--- src/design/gpio_macros.svh ---
`ifndef GPIO_MACROS_SVH
`define GPIO_MACROS_SVH

// Port geometry
`define GPIO_NUM_PORTS 4
`define GPIO_PORT_W    32

// Total pin count across all ports
`define GPIO_PIN_W     (`GPIO_NUM_PORTS * `GPIO_PORT_W)

// Register offsets within one port, word aligned
`define GPIO_OFS_IN    4'h0
`define GPIO_OFS_OE    4'h4
`define GPIO_OFS_DAT   4'h8

`endif

--- src/design/gpio_pkg.sv ---
`default_nettype none

`include "gpio_macros.svh"

package gpio_pkg;

    // Register word, whole or per byte lane
    typedef union packed
    {
        logic [`GPIO_PORT_W-1:0]        word;
        logic [`GPIO_PORT_W/8-1:0][7:0] bytes;
    } gpio_word_u;

endpackage

`default_nettype wire

--- src/design/gpio_regs.sv ---
`timescale 1ns/10ps
`default_nettype none

`include "gpio_macros.svh"

module gpio_regs
    import gpio_pkg::*;
(
    input  logic                   HCLK,
    input  logic                   HRESETn,
    input  logic                   i_wr_oe,
    input  logic                   i_wr_dat,
    input  logic [1:0]             i_wr_port,
    input  logic [3:0]             i_wr_lanes,
    input  gpio_word_u             i_wr_data,
    output logic [`GPIO_PIN_W-1:0] o_oe,
    output logic [`GPIO_PIN_W-1:0] o_dat
);

    gpio_word_u oe_q  [`GPIO_NUM_PORTS];
    gpio_word_u dat_q [`GPIO_NUM_PORTS];

    always_ff @(posedge HCLK or negedge HRESETn)
    begin
        if (!HRESETn)
        begin
            for (int p = 0; p < `GPIO_NUM_PORTS; p++)
            begin
                oe_q[p]  <= '0;
                dat_q[p] <= '0;
            end
        end
        else
        begin
            // Only the enabled lanes of the addressed word
            for (int b = 0; b < `GPIO_PORT_W/8; b++)
            begin
                if (i_wr_oe && i_wr_lanes[b])
                begin
                    oe_q[i_wr_port].bytes[b] <= i_wr_data.bytes[b];
                end
                if (i_wr_dat && i_wr_lanes[b])
                begin
                    dat_q[i_wr_port].bytes[b] <= i_wr_data.bytes[b];
                end
            end
        end
    end

    // Flatten per-port words onto the pin buses
    always_comb
    begin
        for (int p = 0; p < `GPIO_NUM_PORTS; p++)
        begin
            o_oe[p*`GPIO_PORT_W +: `GPIO_PORT_W]  = oe_q[p].word;
            o_dat[p*`GPIO_PORT_W +: `GPIO_PORT_W] = dat_q[p].word;
        end
    end

endmodule

`default_nettype wire

--- config.mk ---
export PLATFORM = sky130hd
export DESIGN_NAME = gpio_regs
export DESIGN_NICKNAME = d
export VERILOG_FILES = /design/src/design/gpio_pkg.sv /design/src/design/gpio_regs.sv
export VERILOG_INCLUDE_DIRS = /design/src /design/src/design
export SDC_FILE = /design/constraint.sdc
export NUM_CORES = 1
export LEC_CHECK = 0
export BUFFER_PORTS_ARGS = -buffer_cell sky130_fd_sc_hd__buf_2
export CORE_MARGIN = 1.5
export CORE_UTILIZATION = 50
export CTS_CLUSTER_SIZE = 20
export DETAILED_ROUTE_END_ITERATION = 10
export PLACE_DENSITY_LB_ADDON = 0.25
export SLEW_MARGIN = 20
export SYNTH_ARGS = -nofsm -noshare
export SYNTH_HDL_FRONTEND = slang
export SYNTH_SLANG_ARGS = --single-unit
--- constraint.sdc ---
create_clock -name HCLK -period 0.93 [get_ports HCLK]
set_input_delay 0.0465 -clock HCLK [delete_from_list [all_inputs] [get_ports HCLK]]
set_output_delay 0.0465 -clock HCLK [all_outputs]
set_load 0.05 [all_outputs]
==> run summary, run 1 <==
Route
• **routed length on met1** 12.1 mm
• **drt drc** 0
• **metal3 WL** 2.42 mm
• **detailed-route wire length per cell** 24.4 µm
• **total wire length** 32.2 mm
• **vias post-DR** 7,108
• **first-pass iteration count of the detailed router** 4
• **number of antenna-violating nets in the routed design** 0
• **highest metal used** met5
• **wire length on met2** 16.7 mm
• **drt via density** 5.38
• **count of routing violations after the opening detailed-route iteration** 185

Setup path
• **highest-delay cell along the critical path** sky130_fd_sc_hd__dfrtp_2
• **data arrival at the endpoint of the critical path** 1.14 ns
• **critical path endpoint category** output pin
• **FF-to-FF Start** o_oe[16]
• **CP max FO** 2
• **critical path startpoint category** register
• **destination of the worst register-to-register timing path** o_oe[16]
• **r2r worst-path depth** 3
• **largest delay contributor family on the critical path** flip-flops
• **Critical path buffers and inverters** 1
• **cell-by-cell listing of the critical path** buf_8
• **CP max stage delay** 0.44 ns
• **R2R Setup Slk** -0.12 ns
• **type of the worst setup path** reg2out
• **required time at the worst-slack endpoint** 0.88 ns

Global routing
• **maximum number of pins on one net before global-route repair** 49
• **via count of the first global-routing pass** 7,627
• **aggregate global-route resource usage** 28.8%
• **global-route wire length before repair** 44.9 mm
• **antenna violations before repair** 3
• **total global routing overflow** 0

Yosys
• **sequential area share after synthesis** 63.9%
• **post-synthesis area per instance** 17.7 µm²
• **multiplexer share of the synthesized area** 28.7%
• **synth unique cells** 11
• **xor and xnor fraction of the mapped netlist area** 0%
• **warning count from the yosys run** 0
• **largest family of logic cells by synthesized area** multiplexers
• **arithmetic-cell share of the synthesized area counting full adders, half adders and majority gates** 0%
• **post-synthesis compound-gate area fraction** 0%
• **register bit total from synthesis** 256
• **post-synthesis simple-gate area fraction** 5.75%
• **number of nets in the synthesized netlist** 608
• **number of instances in the synthesized netlist** 566
• **cell area after technology mapping** 0.0100 mm²

Power and ir drop
• **Power per Cell Area** 2890 mW/mm²
• **Worst IR Drop VDD** 0.00228 V
• **overall power after layout** 47.5 mW
• **Leakage** 7.59 nW

Layout
• **ratio of cells with drive above 1 in the final layout** 91.2%
• **flip-flop and latch area** 0.00666 mm²
• **Filler cells** 838
• **multi-input gate area in the final layout** 0.00382 mm²
• **Finished Cell Area** 0.0164 mm²
• **utilization after layout** 83.9%
• **NumNets Final** 1,077
• **post-layout instance count excluding filler cells** 1,322
• **area grow syn2layout** 63.9%

Floorplan
• **effective utilization at floorplan** 51.2%
• **die boundary width** 145 µm
• **core area** 0.0196 mm²
• **floorplan die area** 0.0209 mm²
• **cell row count** 51
• **Die Height** 145 µm
• **Top Ports** 298

Worst hold path
• **worst hold path type** in2async

Timing
• **final hold violation count** 15
• **final setup fails** 283
• **Tightest Pin Transition** 0.320 ns
• **Final Worst Setup Slack** -0.256 ns
• **post-route clock period utilization** 127%
• **hold slack final** -0.0159 ns
• **final period demand of the worst path** 1.19 ns
• **Final Slew Violations** 0
• **setup repair after global routing missed its margin** yes
• **headroom to the max-slew limit** 78.6%
• **Max Clock Skew** 0 ns
• **highest clock frequency the design can meet** 843 MHz

Clock tree
• **# H-tree levels** 1
• **clock edge transition at the registers on the reported setup and hold paths** 0.07 ns
• **clock latency at the later pin of the worst-skew pair** 0.53 ns
• **number of buffers on the longest clock path** 3
• **Num Clock Sinks** 256
• **root buffer cell** sky130_fd_sc_hd__clkbuf_16
• **number of CTS-inserted buffers** 26
• **TritonCTS clock tree** built

Placement
• **IO buf count** 297
• **detailed placement HPWL** 17.7 mm
• **worst slack at placement** -0.394 ns
• **cell total after placement** 1,157
• **routability congestion estimate from global placement** 0.780
• **post-detailed-placement cell area** 0.0127 mm²

Status
• **result of the run** finished with violations
• **violated checks** negative hold slack, negative setup slack

Run
• **number of max-cap violations** 0

## timing repair
| action | 4_1_cts | 5_1_grt |
|---|---|---|
| pin swaps | 0 | 0 |
| resized for setup | 520 | 71 |
| hold endpoints to repair | 512 | 1 |
| hold buffers | 33 | 1 |
| buffers inserted | 36 | 52 |
| endpoints found under the setup margin | 256 | 281 |
## kinds of logic after synthesis
logic type,Yosys count
mux,256
flops,256
simple gates,32
buf+inv,22
## state kept, by name, summed over array words and instances (netlist names)
signal  cells
o_oe      128
o_dat     128
## cells in the mapped netlist, drive strengths merged
cell type | count | area (µm²)
and4bb | 3 | 37.5
buf | 22 | 163
dfrtp | 256 | 6410
mux2 | 256 | 2880
nand4 | 8 | 170
nand4b | 16 | 319
nor4bb | 5 | 50.1
## per-layer routing
| metal | up-vias | GRT usage [%] |
|---|---|---|
| met4 | 2 | 9.78 |
| met5 | - | 0 |
| li1 | 3002 | - |
| met1 | 3704 | 34.3 |
| met2 | 325 | 50.9 |
| met3 | 75 | 7.02 |
## layout by cell type, fill, tap and decap left out, types with 23 or more instances in the layout
| cell | n |
|---|---|
| sky130_fd_sc_hd__buf_6 | 259 |
| sky130_fd_sc_hd__buf_2 | 40 |
| sky130_fd_sc_hd__dlygate4sd3_1 | 34 |
| sky130_fd_sc_hd__mux2_2 | 181 |
| sky130_fd_sc_hd__dfrtp_2 | 200 |
| sky130_fd_sc_hd__dfrtp_1 | 56 |
| sky130_fd_sc_hd__buf_4 | 95 |
| sky130_fd_sc_hd__clkbuf_16 | 27 |
| sky130_fd_sc_hd__buf_8 | 23 |
| sky130_fd_sc_hd__mux2_4 | 75 |
## worst reg2reg max path: cells and delay by family, from the launching register on
| kind | cells | cell delay (ns) |
|---|---|---|
| mux | 1 | 0.26 |
| flops | 1 | 0.40 |
| buf+inv | 2 | 0.27 |
## report_power, final
| part | total [mW] | leakage [nW] | internal, mW | switching [mW] |
|---|---|---|---|---|
| clock | 10.5 | 0.429 | 6.02 | 4.52 |
| sequential | 16.2 | 2.85 | 14.0 | 2.19 |
| combinational | 20.8 | 4.30 | 8.55 | 12.2 |
## cell type report
cell class | instances | share of cell area (%)
flip-flops and latches | 256 | 40.5
diodes | 2 | 0.0304
multi-input cells | 288 | 23.3
repair buffers | 463 | 28.9
clock inverters | 9 | 0.327
clock buffers | 39 | 4.93
well taps | 265 | 2.02
## worst max path at each step
stage	from	endpoint	slack, ns	depth (start not counted)
floorplan	i_wr_port[0]	o_dat[16]	-0.13	4
global placement	i_wr_port[1]	o_oe[6]	-0.41	5
detailed placement	i_wr_dat	o_dat[20]	-0.39	4
CTS	o_dat[14]	o_dat[14]	-0.25	1
global route	o_dat[20]	o_dat[20]	-0.29	1
finish	o_dat[124]	o_dat[124]	-0.26	1
## per-stage QoR
step	hold slack, ns	setup TNS, ns
final	-0.0159	-55.62
after global routing	-0.00862	-63.48
after CTS	-0.0199	-56.24
after detailed placement	-0.0606	-81.09
after global placement	-0.0647	-73.03
after floorplan	-0.249	-6.64
(Power assumes the default switching activity.)
==> run 2: changes to the inputs <==
--- a/config.mk
+++ b/config.mk
@@ -16,3 +16,4 @@
 export SYNTH_ARGS = -nofsm -noshare
 export SYNTH_HDL_FRONTEND = slang
 export SYNTH_SLANG_ARGS = --single-unit
+export TNS_END_PERCENT = 5
==> constraint.sdc (replaced) <==
create_clock -name HCLK -period 1.4 [get_ports HCLK]
set_input_delay 0.07 -clock HCLK [delete_from_list [all_inputs] [get_ports HCLK]]
set_output_delay 0.07 -clock HCLK [all_outputs]
set_load 0.05 [all_outputs]
==> run summary, run 2 (synthesized netlist as in run 1, its figures left out) <==
Layout
• **area grow syn2layout** 32.8%
• **multi-input gate area in the final layout** 0.00349 mm², -8.7%
• **NumNets Final** 975, -9.5%
• **ratio of cells with drive above 1 in the final layout** 69.4%, -22 points
• **most common cell after layout, fill and taps aside** sky130_fd_sc_hd__buf_2
• **commonest cells after routing, fill and taps aside** 296 x sky130_fd_sc_hd__buf_2, 256 x sky130_fd_sc_hd__mux2_2, 256 x sky130_fd_sc_hd__dfrtp_1, 33 x sky130_fd_sc_hd__dlygate4sd3_1, 27 x sky130_fd_sc_hd__clkbuf_16
• **flip-flop and latch area** 0.00641 mm², -3.8%
• **post-layout instance count excluding filler cells** 1,220, -7.7%
• **Filler cells** 1,367, +63%

Setup path
• **CP max stage delay** 0.37 ns, -0.07 ns
• **Worst path depth** 1, unchanged
• **type of the worst setup path** reg2out
• **R2R Setup Slk** 0.62 ns, +0.74 ns
• **FF-to-FF Start** o_oe[81]
• **r2r worst-path depth** 1, -2
• **timing startpoint of the critical path** o_oe[39]
• **required time at the worst-slack endpoint** 1.33 ns, +0.45 ns
• **highest-delay cell along the critical path** sky130_fd_sc_hd__dfrtp_1
• **worst setup path endpoint** o_oe[39]
• **largest delay contributor family on the critical path** flip-flops
• **CP max FO** 2, unchanged
• **cell-by-cell listing of the critical path** buf_2
• **critical path endpoint category** output pin
• **critical path startpoint category** register
• **data arrival at the endpoint of the critical path** 1.17 ns, +0.03 ns
• **destination of the worst register-to-register timing path** o_oe[81]
• **Critical path buffers and inverters** 1, unchanged

Timing
• **post-route clock period utilization** 88.7%
• **highest clock frequency the design can meet** 805 MHz
• **final hold violation count** 0, -15
• **Final Slew Violations** 0, unchanged
• **hold slack final** 0.0514 ns, +0.0673 ns
• **final period demand of the worst path** 1.24 ns
• **Tightest Pin Transition** 0.423 ns, +0.102 ns
• **final setup fails** 0, -100%
• **setup repair after global routing missed its margin** no
• **Total Neg Setup Slack** 0 ns, +55.62 ns
• **Max Clock Skew** 0 ns, unchanged
• **headroom to the max-slew limit** 71.7%, -6.8 points

Clock tree
• **clock latency at the later pin of the worst-skew pair** 0.52 ns, about the same
• **root buffer cell** sky130_fd_sc_hd__clkbuf_16
• **TritonCTS clock tree** built
• **Num Clock Sinks** 256, unchanged
• **# H-tree levels** 1, unchanged
• **number of CTS-inserted buffers** 26, unchanged
• **number of buffers on the longest clock path** 3, unchanged
• **clock edge transition at the registers on the reported setup and hold paths** 0.06 ns, about the same

Power and ir drop
• **combinational cell fraction of total power** 37.7%, -6.1 points
• **Leakage** 6.44 nW, -15%
• **switch share** 41.6%, +1.7 points
• **Flop pwr share** 36.6%, +2.6 points
• **Power per Cell Area** 2020 mW/mm², -30%
• **Worst IR Drop VDD** 0.00129 V, -43%
• **proportion of power drawn by the clock network** 25.7%, +3.5 points
• **Internal** 15.7 mW, -45%
• **Psw** 11.2 mW, -41%

Route
• **detailed-route wire length per cell** 19.6 µm, -20%
• **total wire length** 23.9 mm, -26%
• **count of routing violations after the opening detailed-route iteration** 119, -36%
• **drt drc** 0, unchanged
• **number of antenna-violating nets in the routed design** 0, unchanged
• **drt via density** 5.13, -4.6%
• **vias post-DR** 6,261, -12%
• **first-pass iteration count of the detailed router** 4, unchanged

Floorplan
• **core area** 0.0196 mm², unchanged
• **floorplan die area** 0.0209 mm², unchanged
• **cell row count** 51, unchanged
• **effective utilization at floorplan** 51.2%, unchanged
• **Die Height** 145 µm, unchanged
• **die boundary width** 145 µm, unchanged
• **Top Ports** 298, unchanged

Placement
• **IO buf count** 297, unchanged
• **cell total after placement** 1,137, -1.7%
• **detailed placement HPWL** 16.6 mm, -6.3%
• **routability congestion estimate from global placement** 0.780, about the same

Global routing
• **maximum number of pins on one net before global-route repair** 51, +4.1%
• **via count of the first global-routing pass** 6,647, -13%
• **global-route wire length before repair** 36.4 mm, -19%
• **aggregate global-route resource usage** 22.9%, -5.9 points
• **antenna violations before repair** 2, -1
• **total global routing overflow** 0, unchanged

Status
• **result of the run** finished clean

Run
• **number of max-cap violations** 0, unchanged

Worst hold path
• **worst hold path type** in2async

## run 2: how the worst min path moves through the flow
stage                        from  depth (start not counted)  slack (ns)         to
after floorplan           HRESETn                          0       -0.23   o_dat[0]
after global placement    HRESETn                          1       0.008   o_oe[15]
after detailed placement  HRESETn                          1        0.01   o_oe[15]
after CTS                 HRESETn                          2        0.06  o_dat[67]
after global routing      HRESETn                          2        0.08   o_oe[15]
final                     HRESETn                          2        0.05   o_oe[15]
## run 2: layout make-up
cell class	count	share of cell area, %
well taps	265	2.49
flip-flops and latches	256	48.1
multi-input cells	288	26.2
repair buffers	361	16.6
clock inverters	10	0.601
diodes	2	0.0376
clock buffers	38	5.98
## run 2: what timing repair did
item	CTS	global route
buffers inserted	0	0
hold buffers	33	0
endpoints found under the hold margin	512	0
resized for setup	0	0
## run 2: through the flow
| step | cell area (µm²) | power (mW) | util (%) | worst slack [ns] |
|---|---|---|---|---|
| after detailed placement | 12100 | 20.1 | 61.8 | -0.0459 |
| after CTS | 13300 | 27.1 | 68.0 | 0.140 |
| after floorplan | 10000 | 17.4 | - | 0.218 |
| after global routing | 13300 | 28.0 | 68.0 | 0.125 |
| final | 13300 | 26.9 | 68.0 | 0.158 |
| after global placement | 12100 | 19.9 | 61.8 | 0.0174 |
## run 2: power by group through the flow
stage	Sequential, mW	Combinational [mW]	Clock, mW
finish	9.84	10.2	6.90
global route	10.0	10.5	7.38
floorplan	15.7	1.66	0
CTS	9.84	10.2	7.04
global placement	9.87	9.98	0
detailed placement	9.96	10.1	0
## run 2: per-layer routing
metal / vias to the layer above / wire, µm / global-route usage, % / part of all wire, %
met5: - / 13 / 0 / 0.054
met4: 2 / 825 / 8.93 / 3.5
met3: 66 / 1560 / 5.83 / 6.5
met2: 210 / 11700 / 38.4 / 49
met1: 3176 / 9780 / 28.5 / 41
li1: 2807 / - / - / -
