**config.mk**
```make
export PLATFORM = sky130hd
export DESIGN_NAME = gpio_ahb_slave
export DESIGN_NICKNAME = d
export VERILOG_FILES = /design/src/design/gpio_pkg.sv /design/src/design/gpio_ahb_slave.sv
export VERILOG_INCLUDE_DIRS = /design/src /design/src/design
export SDC_FILE = /design/constraint.sdc
export NUM_CORES = 1
export LEC_CHECK = 0
export ABC_AREA = 1
export BUFFER_PORTS_ARGS = -buffer_cell sky130_fd_sc_hd__buf_2
export CAP_MARGIN = 20
export CORE_AREA = 2 2 207 209
export CTS_BUF_LIST = sky130_fd_sc_hd__clkbuf_2 sky130_fd_sc_hd__clkbuf_4 sky130_fd_sc_hd__clkbuf_8
export DETAILED_ROUTE_END_ITERATION = 6
export DIE_AREA = 0 0 209 211
export PLACE_DENSITY_LB_ADDON = 0.2
export SYNTH_ARGS = -nofsm -noshare
export SYNTH_HDL_FRONTEND = slang
export SYNTH_SLANG_ARGS = --single-unit
```
**constraint.sdc**
```tcl
create_clock -name HCLK -period 3.3 [get_ports HCLK]
set_input_delay 0.495 -clock HCLK [delete_from_list [all_inputs] [get_ports HCLK]]
set_output_delay 0.495 -clock HCLK [all_outputs]
set_load 0.03 [all_outputs]
```
**src/design/gpio_macros.svh**
```systemverilog
`ifndef GPIO_MACROS_SVH
`define GPIO_MACROS_SVH

// Port geometry
`define GPIO_NUM_PORTS 4
`define GPIO_PORT_W    32

// Total pin count across all ports
`define GPIO_PIN_W     (`GPIO_NUM_PORTS * `GPIO_PORT_W)

// Register offsets within one port, word aligned
`define GPIO_OFS_IN    4'h0
`define GPIO_OFS_OE    4'h4
`define GPIO_OFS_DAT   4'h8

`endif

```
**src/design/gpio_pkg.sv**
```systemverilog
`default_nettype none

`include "gpio_macros.svh"

package gpio_pkg;

    // Register word, whole or per byte lane
    typedef union packed
    {
        logic [`GPIO_PORT_W-1:0]        word;
        logic [`GPIO_PORT_W/8-1:0][7:0] bytes;
    } gpio_word_u;

endpackage

`default_nettype wire

```
**src/design/gpio_ahb_slave.sv**
```systemverilog
`timescale 1ns/10ps
`default_nettype none

`include "gpio_macros.svh"

module gpio_ahb_slave
    import gpio_pkg::*;
(
    input  logic                   HCLK,
    input  logic                   HRESETn,
    input  logic                   i_hsel,
    input  logic [31:0]            i_haddr,
    input  logic [1:0]             i_htrans,
    input  logic [2:0]             i_hsize,
    input  logic                   i_hwrite,
    input  logic [31:0]            i_hwdata,
    input  logic                   i_hready,
    input  logic [`GPIO_PIN_W-1:0] i_oe,
    input  logic [`GPIO_PIN_W-1:0] i_dat,
    input  logic [`GPIO_PIN_W-1:0] i_pin_in,
    output logic                   o_hreadyout,
    output logic [31:0]            o_hrdata,
    output logic                   o_hresp,
    output logic                   o_wr_oe,
    output logic                   o_wr_dat,
    output logic [1:0]             o_wr_port,
    output logic [3:0]             o_wr_lanes,
    output gpio_word_u             o_wr_data
);

    logic                   accept;
    logic                   grp_ok;
    logic [3:0]             reg_ofs;
    logic [3:0]             lane_dec;
    logic                   wr_oe_q;
    logic                   wr_dat_q;
    logic                   rd_q;
    logic [1:0]             port_q;
    logic [3:0]             ofs_q;
    logic [3:0]             lanes_q;
    logic [`GPIO_PORT_W-1:0] in_word;
    logic [`GPIO_PORT_W-1:0] oe_word;
    logic [`GPIO_PORT_W-1:0] dat_word;

    // Zero wait states, always OKAY
    assign o_hreadyout = 1'b1;
    assign o_hresp     = 1'b0;

    assign accept  = i_hsel & i_htrans[1] & i_hready;
    assign grp_ok  = (i_haddr[7:4] < `GPIO_NUM_PORTS);
    assign reg_ofs = {i_haddr[3:2], 2'b00};

    // Byte lanes from size and low address bits
    always_comb
    begin
        case ({i_hsize, i_haddr[1:0]})
            5'b000_00: lane_dec = 4'b0001;
            5'b000_01: lane_dec = 4'b0010;
            5'b000_10: lane_dec = 4'b0100;
            5'b000_11: lane_dec = 4'b1000;
            5'b001_00: lane_dec = 4'b0011;
            5'b001_10: lane_dec = 4'b1100;
            5'b010_00: lane_dec = 4'b1111;
            default:   lane_dec = 4'b0000;
        endcase
    end

    // Address phase capture
    always_ff @(posedge HCLK or negedge HRESETn)
    begin
        if (!HRESETn)
        begin
            wr_oe_q  <= 1'b0;
            wr_dat_q <= 1'b0;
            rd_q     <= 1'b0;
            port_q   <= 2'b00;
            ofs_q    <= 4'h0;
            lanes_q  <= 4'h0;
        end
        else
        begin
            wr_oe_q  <= accept & i_hwrite & grp_ok & (reg_ofs == `GPIO_OFS_OE);
            wr_dat_q <= accept & i_hwrite & grp_ok & (reg_ofs == `GPIO_OFS_DAT);
            rd_q     <= accept & ~i_hwrite & grp_ok;
            if (accept)
            begin
                port_q  <= i_haddr[5:4];
                ofs_q   <= reg_ofs;
                lanes_q <= lane_dec;
            end
        end
    end

    // Data phase write request
    assign o_wr_oe    = wr_oe_q;
    assign o_wr_dat   = wr_dat_q;
    assign o_wr_port  = port_q;
    assign o_wr_lanes = lanes_q;

    always_comb
    begin
        o_wr_data.word = i_hwdata;
    end

    assign in_word  = i_pin_in[port_q*`GPIO_PORT_W +: `GPIO_PORT_W];
    assign oe_word  = i_oe[port_q*`GPIO_PORT_W +: `GPIO_PORT_W];
    assign dat_word = i_dat[port_q*`GPIO_PORT_W +: `GPIO_PORT_W];

    // Readback, zero outside a read data phase
    always_comb
    begin
        o_hrdata = '0;
        if (rd_q)
        begin
            case (ofs_q)
                `GPIO_OFS_IN:  o_hrdata = in_word;
                `GPIO_OFS_OE:  o_hrdata = oe_word;
                `GPIO_OFS_DAT: o_hrdata = dat_word;
                default:       o_hrdata = '0;
            endcase
        end
    end

endmodule

`default_nettype wire

```
==> metrics.cfg, run 1 <==
[route]
drtPass1Iterations = 4
drt-initial-drc-count = 358
num_vias = 7811
viasPerCell = 3.96
route.detailed.drc = 0
drtAntennaViolNets = 0
drt_wl_total_um = 31400
wl_per_cell_um = 15.9

[clocking]
insertion_delay_ps = 240
ctsResizeCount = 0
clkTransAtPathRegs_ps = 60
cts_tree = yes
cts_buffer_depth = 2
cts_made_buffers = 3
post_cts_buffers = 0
root_buffer = clkbuf_8
htree_levels = 1
cts.sinks = 11
cts_hold_buffers = 0

[setup_path]
crit_arrival_ps = 2410
rr_endpoint = o_wr_port[0]$_DFFE_PN0N_
r2r_cells = 3
startpoint_type = register
criticalPathCategory = register to primary output
r2r-start = o_wr_port[0]$_DFFE_PN0N_
r2r_setup_slack_ps = 1920
crit_required_ps = 2800
critPathMaxFanout = 31
end_kind = primary output

[floorplan]
placeableCoreArea_mm2 = 0.0418
start_util_pct = 11.8
dieArea_mm2 = 0.0441
ioPinCount = 532
die_width_um = 209
die_y_um = 211
rows = 75

[logic_synthesis]
synth_cell_types = 25
syn_nets = 1540
ys_seq_area_share_pct = 5.57
syn-instance-count = 1079
yosys_warnings = 0
netlist_area_mm2 = 0.00494
synth-seq-cells = 11
synth_area_per_cell_um2 = 4.58

[global_route]
grt_max_degree = 74
grt_antenna_before_repair = 3
grtUsageTotal_pct = 13.3
grt_pass1_wl_um = 44800
grt-ovfl-total = 0
grt_pass1_vias = 7650

[sta]
drv_slew = 0
rsz0062_at_grt = false
tightest_slew_ps = 579
finalClockSkew_ps = 0
slew_headroom_pct = 61.4
fin_crit_ps = 2900
finalSetupViolCount = 0
max_freq_ghz = 0.344
finalHoldViolations = 0
timing.setup.tns_ps = 0
finalCritPeriodShare_pct = 88.0

[job]
cap_violations = 0

[layout]
drive_above_1_share_pct = 33.0
nets = 1891
final_util_pct = 17.7
ff_latch_area_um2 = 279
multi_input_area_mm2 = 0.00387
fillers = 5111
area_growth_pct = 49.9
finalNonFillerCells = 1970

[run_status]
status = completed

[placed_design]
place_hpwl_um = 26000
dp.cells = 1964
io_buffers = 440
place.gp.congestion = 0.822

[power]
p_per_area_mw_per_mm2 = 327
power.leakage_nw = 4.11
irDropWorstVdd_mv = 0.305

[min_path]
hold_path.class = primary input to async pin

==> registers in the layout, indices dropped and copies added (netlist names) <==
signal and count:
rd_q 1, o_wr_lanes 4, o_wr_dat 1, ofs_q 2, o_wr_port 2, o_wr_oe 1
==> cells by family after synthesis <==
family                   after synthesis  synth area share [%]
AND/OR/NAND/NOR                      765                  59.4
AO/OA/AOI/OAI                        171                  17.4
buffers and inverters                127                  16.7
flip-flops                            11                  5.57
adder cells (fa/ha/maj)                3                 0.760
other                                  2                 0.152
==> where the power goes <==
| group | switching, mW | internal [mW] | leakage (nW) |
|---|---|---|---|
| Combinational | 1.38 | 0.745 | 3.94 |
| Sequential | 0.0148 | 0.149 | 0.143 |
| Clock | 0.0562 | 0.0832 | 0.0255 |
| Total | 1.45 | 0.978 | 4.11 |
==> worst max path at each step <==
stage                         startpoint            to  slack (ps)  cells after the start
floorplan           ofs_q[2]$_DFFE_PN0N_  o_hrdata[23]        1030                     12
global placement    ofs_q[2]$_DFFE_PN0N_  o_hrdata[19]         650                      8
detailed placement  ofs_q[2]$_DFFE_PN0N_  o_hrdata[19]         630                      8
CTS                 ofs_q[2]$_DFFE_PN0N_  o_hrdata[19]         360                      8
global route        ofs_q[2]$_DFFE_PN0N_  o_hrdata[19]         230                      8
finish              ofs_q[2]$_DFFE_PN0N_  o_hrdata[19]         400                      8
==> synth_stat cells <==
library cell | instances | area share [%]
nand2_1 | 591 | 45
nor2_1 | 132 | 10
a21oi_1 | 96 | 9.7
buf_4 | 59 | 9.0
o21ai_0 | 40 | 4.1
nand3_1 | 36 | 3.6
buf_2 | 33 | 3.3
o21ai_1 | 32 | 3.2
buf_6 | 11 | 2.5
dfrtp_1 | 11 | 5.6
inv_1 | 11 | 0.84
clkbuf_1 | 8 | 0.61
buf_1 | 3 | 0.23
ha_1 | 3 | 0.76
conb_1 | 2 | 0.15
nor3_1 | 2 | 0.20
clkinv_2 | 1 | 0.10
inv_4 | 1 | 0.13
nand3_2 | 1 | 0.20
nand4_1 | 1 | 0.13
nor4_1 | 1 | 0.13
o211ai_1 | 1 | 0.15
o21a_1 | 1 | 0.15
o22ai_1 | 1 | 0.13
or2_2 | 1 | 0.13
==> per-stage QoR <==
stage | hold WS (ps) | area (um2) | setup slack [ps] | total power, mW
floorplan | 199 | 4940 | 1030 | 1.64
global route | 139 | 7400 | 229 | 2.72
CTS | 130 | 7400 | 355 | 2.51
detailed placement | 395 | 7360 | 632 | 2.36
finish | 121 | 7410 | 396 | 2.42
global placement | 387 | 7360 | 646 | 2.36
==> cell type report <==
class | count | share of cell area [%]
Timing Repair Buffer | 460 | 33.4
Tap cell | 539 | 9.10
Clock buffer | 3 | 0.557
Inverter | 13 | 0.709
Clock inverter | 1 | 0.0676
Antenna cell | 2 | 0.0676
Multi-Input combinational cell | 941 | 52.3
Sequential cell | 11 | 3.77
==> critical path, stage by stage (launching register included) <==
cell,delay (ps)
dfrtp_1,440
inv_1,100
ha_4,300
buf_4,340
o21ai_0,150
o21ai_1,140
nor2_1,90
nor2_1,300
buf_2,270
==> cells in the final DEF (no fill, tap or decap) <==
| cell type | netlist | routed |
|---|---|---|
| o21ai_0 | 40 | 40 |
| clkinv_2 | 1 | 2 |
| buf_2 | 33 | 440 |
| conb_1 | 2 | 2 |
| buf_4 | 59 | 10 |
| diode_2 | 0 | 2 |
| dfrtp_4 | 0 | 1 |
| ha_4 | 0 | 2 |
| o21ai_1 | 32 | 32 |
| inv_4 | 1 | 1 |
| ha_1 | 3 | 1 |
| nor2_1 | 132 | 131 |
| nor3_1 | 2 | 2 |
| nor2_4 | 0 | 1 |
| a21oi_1 | 96 | 96 |
| or2_2 | 1 | 1 |
| clkbuf_8 | 0 | 3 |
| nor4_1 | 1 | 1 |
| inv_1 | 11 | 11 |
| o21a_1 | 1 | 1 |
| buf_12 | 0 | 10 |
| dfrtp_1 | 11 | 10 |
| nand3_2 | 1 | 1 |
| o22ai_1 | 1 | 1 |
| nand3_1 | 36 | 36 |
| nand2_1 | 591 | 591 |
| o211ai_1 | 1 | 1 |
| nand4_1 | 1 | 1 |
==> layer usage <==
metal	vias to the layer above	share of wire, %	track usage, %
li1	4034	-	-
met1	3403	37	13.7
met2	339	52	26.3
met3	33	7.9	3.43
met4	2	2.6	3.89
met5	-	0.041	0.334
Note: power is estimated with default switching activity, not from simulation.
==> run 2: changes to the inputs <==
- CORE_AREA: 2 2 207 209 -> 5 5 204 206
==> run 2 against run 1 <==
Worst setup slack worse by 7.0 ps; clock skew unchanged; first-iteration DRC count rose by 12%; power increased by 1.1%; worst hold slack gained 6.8 ps; register-to-register slack lost 140 ps; sequential cell count unchanged; global-route usage increased by 0.45 points; die area is the same; sequential power hardly changed; critical path depth up 3.
==> metrics.cfg, run 2 (synthesis gave the netlist of run 1 again) <==
[clocking]
clkTransAtPathRegs_ps = 60
htree_levels = 1
ctsResizeCount = 0
cts_buffer_depth = 2
cts_hold_buffers = 0
cts_made_buffers = 3
post_cts_buffers = 0
cts_tree = yes
root_buffer = clkbuf_8
insertion_delay_ps = 240
cts.sinks = 11

[global_route]
grt_pass1_wl_um = 47500
grt-ovfl-total = 0
grt_max_degree = 78
grt_pass1_vias = 8197
grt_antenna_before_repair = 1
grtUsageTotal_pct = 13.8

[sta]
max_freq_ghz = 0.344
timing.hold.ws_ps = 128
timing.setup.tns_ps = 0
finalClockSkew_ps = 0
fin_crit_ps = 2910
finalCritPeriodShare_pct = 88.2
finalHoldViolations = 0
finalSetupViolCount = 0
slew_headroom_pct = 56.6
tightest_slew_ps = 650
rsz0062_at_grt = false
drv_slew = 0

[floorplan]
start_util_pct = 12.5
die_width_um = 209
die_y_um = 211
dieArea_mm2 = 0.0441
rows = 73
ioPinCount = 532
placeableCoreArea_mm2 = 0.0395

[route]
wl_per_cell_um = 16.8
num_vias = 7870
viasPerCell = 4.02
drt_wl_total_um = 32900
drt-initial-drc-count = 402
route.detailed.drc = 0
drtPass1Iterations = 5
drtAntennaViolNets = 0

[placed_design]
io_buffers = 440
place_hpwl_um = 27300
place.gp.congestion = 0.902
dp.cells = 1953

[run_status]
status = completed

[min_path]
hold_path.class = primary input to async pin

[layout]
fillers = 4834
drive_above_1_share_pct = 33.2
layout_common_cells = 591 x nand2_1, 440 x buf_2, 131 x nor2_1, 96 x a21oi_1, 40 x o21ai_0
diodes = 0
largest_reg_flops = 4
nets = 1894
area_growth_pct = 50.0
finalNonFillerCells = 1957
final_common_cell = nand2_1
final_util_pct = 18.8

[setup_path]
end_kind = primary output
startpoint_type = register
crit_arrival_ps = 2420
criticalPathCategory = register to primary output
critPathMaxFanout = 48
crit_required_ps = 2800

[job]
cap_violations = 0

[power]
total_power_mw = 2.45
irDropWorstVdd_mv = 0.197
power.leakage_nw = 4.13
p_per_area_mw_per_mm2 = 331

[run 2: changes by cell type in the layout (fill, tap and decap cells not counted), sizes merged]
cell	previous run	this run
buf	460	463
clkbuf	3	4
clkinv	2	1
diode	2	0
[run 2: where the power goes]
part / internal [mW] / total (mW) / switching (mW)
clock network: 0.0934 / 0.150 / 0.0564
logic: 0.761 / 2.14 / 1.38
registers: 0.149 / 0.162 / 0.0131
total: 1.00 / 2.45 / 1.45
[run 2: routing by layer]
metal  GRT usage, %  vias up  share of wire (%)
li1               -     4036                  -
met1           14.7     3440                 37
met2           27.0      360                 52
met3           3.80       32                8.9
met4           2.84        2                1.9
met5              0        -              0.021
[run 2: path summary, 6_finish.rpt]
kind	startpoint	end	cells past startpoint	slack [ps]
min reg2reg	o_wr_lanes[1]$_DFFE_PN0N_	o_wr_lanes[1]$_DFFE_PN0N_	2	480
min in group HCLK	i_haddr[3]	o_wr_oe$_DFF_PN0_	2	430
max	ofs_q[2]$_DFFE_PN0N_	o_hrdata[0]	11	390
max in group asynchronous	HRESETn	o_wr_port[0]$_DFFE_PN0N_	1	2920
min	HRESETn	o_wr_lanes[2]$_DFFE_PN0N_	1	130
max reg2reg	o_wr_port[0]$_DFFE_PN0N_	o_wr_port[0]$_DFFE_PN0N_	4	1780
[run 2: cell type report]
type	instances	area [um2]	area share (%)
clock buffers	4	48.8	0.659
multi-input cells	941	3870	52.3
flip-flops and latches	11	279	3.77
inverters	13	52.6	0.709
well taps	525	657	8.87
repair buffers	463	2500	33.7
[run 2: per-stage QoR]
step | setup WS, ps | instance area, um2
2_1_floorplan | 1030 | 4940
3_3_place_gp | 414 | 7360
3_5_place_dp | 425 | 7360
4_1_cts | 147 | 7410
5_1_grt | 84.4 | 7410
6_report | 390 | 7410
[run 2: worst max-delay path, stage by stage (launching register included)]
cell	delay, ps
dfrtp_1	430
inv_1	100
ha_4	300
clkinv_2	320
buf_12	330
nand2_1	90
nand2_1	60
nand2_1	70
nand2_1	40
nand2_1	150
nor2_1	60
buf_2	180
==> run 3: changes to the inputs <==
- clock period: 3.3 -> 3.38 ns (I/O delays scaled with it)
==> run 3 against run 2 <==
Die area unchanged; worst setup slack improved by 37 ps; largest power group unchanged; design area decreased by 0.24%; wire length decreased by 0.67%; register-to-register slack improved by 110 ps; first-iteration DRC count decreased by 2.2%; largest cell class unchanged; power decreased by 3.4%; non-clock buffer count decreased by 4.
==> metrics.cfg, run 3 (synthesis gave the netlist of run 1 again) <==
[sta]
finalClockSkew_ps = 0
finalHoldViolations = 0
rsz0062_at_grt = false
tightest_slew_ps = 702
finalCritPeriodShare_pct = 87.4
drv_slew = 0
timing.setup.tns_ps = 0
slew_headroom_pct = 53.1
fin_crit_ps = 2950
finalSetupViolCount = 0
max_freq_ghz = 0.339

[global_route]
grt_antenna_before_repair = 1
grt_util_met1_pct = 14.4
grt_use_met2_pct = 26.5
grt_pass1_vias = 8023
grtUsageTotal_pct = 13.7
use_met3_pct = 4.25
top_usage_layer = met2
grt-ovfl-total = 0
grt_max_degree = 72
grt_pass1_wl_um = 47100

[clocking]
htree_levels = 1
cts_hold_buffers = 0
cts_buffer_depth = 2
cts_tree = yes
post_cts_buffers = 0
ctsResizeCount = 0
cts_made_buffers = 3
clkTransAtPathRegs_ps = 50
root_buffer = clkbuf_8
cts.sinks = 11
insertion_delay_ps = 240

[layout]
layout_common_cells = 591 x nand2_1, 440 x buf_2, 131 x nor2_1, 96 x a21oi_1, 40 x o21ai_0
nets = 1890
drive_above_1_share_pct = 33.0
fillers = 4806
largest_reg_flops = 4
diodes = 0
multi_input_area_mm2 = 0.00387
ff_latch_area_um2 = 279
final_common_cell = nand2_1
area_growth_pct = 49.6
finalNonFillerCells = 1953

[power]
irDropWorstVdd_mv = 0.158
power.leakage_nw = 4.11
comb_power_share_pct = 87.2
clkPwrFrac_pct = 6.0
p_int_uw = 973
switching_share_pct = 58.9
p_per_area_mw_per_mm2 = 320
p_switching_mw = 1.39
seqPwrFrac_pct = 6.8

[placed_design]
io_buffers = 440
place.gp.congestion = 0.911
place_hpwl_um = 27100
dp.cells = 1949

[floorplan]
placeableCoreArea_mm2 = 0.0395
die_width_um = 209
ioPinCount = 532
die_y_um = 211
rows = 73
dieArea_mm2 = 0.0441
start_util_pct = 12.5

[setup_path]
startpoint_type = register
crit_required_ps = 2870
r2r_setup_slack_ps = 1890
startpoint = ofs_q[2]$_DFFE_PN0N_
crit_arrival_ps = 2450
r2r-start = o_wr_port[0]$_DFFE_PN0N_
critPathMaxFanout = 21
end_kind = primary output
criticalPathCategory = register to primary output

[route]
viasPerCell = 4.01
drtAntennaViolNets = 0
num_vias = 7827
route.detailed.drc = 0
drtPass1Iterations = 7
drt-initial-drc-count = 393
drt_wl_total_um = 32700
wl_per_cell_um = 16.7

[run_status]
status = completed

[min_path]
hold_path.class = primary input to async pin

[job]
cap_violations = 0

run 3: cell count changes in the layout (fill, tap and decap cells not counted):
cell	before	now
buf_4	13	8
buf_12	10	11
run 3: final cells by class:
cell class                 instances  area share, %
clock buffer                       4          0.660
inverter                          13          0.711
multi-input combinational        941           52.4
sequential                        11           3.77
tap                              525           8.89
timing repair buffer             459           33.6
run 3: final timing paths:
path	endpoint	cells after the start
max reg2reg	o_wr_port[0]$_DFFE_PN0N_	3
min in group HCLK	rd_q$_DFF_PN0_	2
min	o_wr_lanes[2]$_DFFE_PN0N_	1
max in group asynchronous	o_wr_port[0]$_DFFE_PN0N_	1
min reg2reg	o_wr_lanes[1]$_DFFE_PN0N_	2
max	o_hrdata[8]	9
run 3: worst max-delay path: stages (launching register included):
cell,delay (ps)
dfrtp_1,430
inv_1,100
ha_4,310
clkinv_2,310
buf_12,300
nand2_1,70
nor2_1,50
nor2_1,250
nor2_1,150
buf_2,210
run 3: layer usage:
layer  routed length (um)  up-vias
li1                     -     4028
met1                12100     3380
met2                16800      380
met3                 3070       37
met4                  772        2
met5                    7        -
run 3: per-stage QoR:
stage               util [%]  power, mW  hold WS [ps]  cell area [um2]  setup slack [ps]
CTS                     18.7       2.44           142             7390               286
finish                  18.7       2.37           135             7390               426
detailed placement      18.6       2.29           403             7340               556
floorplan                  -       1.60           211             4940              1100
global route            18.7       2.68           156             7390               186
global placement        18.6       2.28           402             7340               588
run 3: power by group through the flow:
stage                     Clock, mW  Combinational (mW)  Sequential [mW]
after CTS                     0.146                2.13            0.160
final                         0.143                2.06            0.160
after detailed placement          0                2.12            0.162
after global routing          0.150                2.37            0.163
after floorplan                   0                1.43            0.173
after global placement            0                2.12            0.162
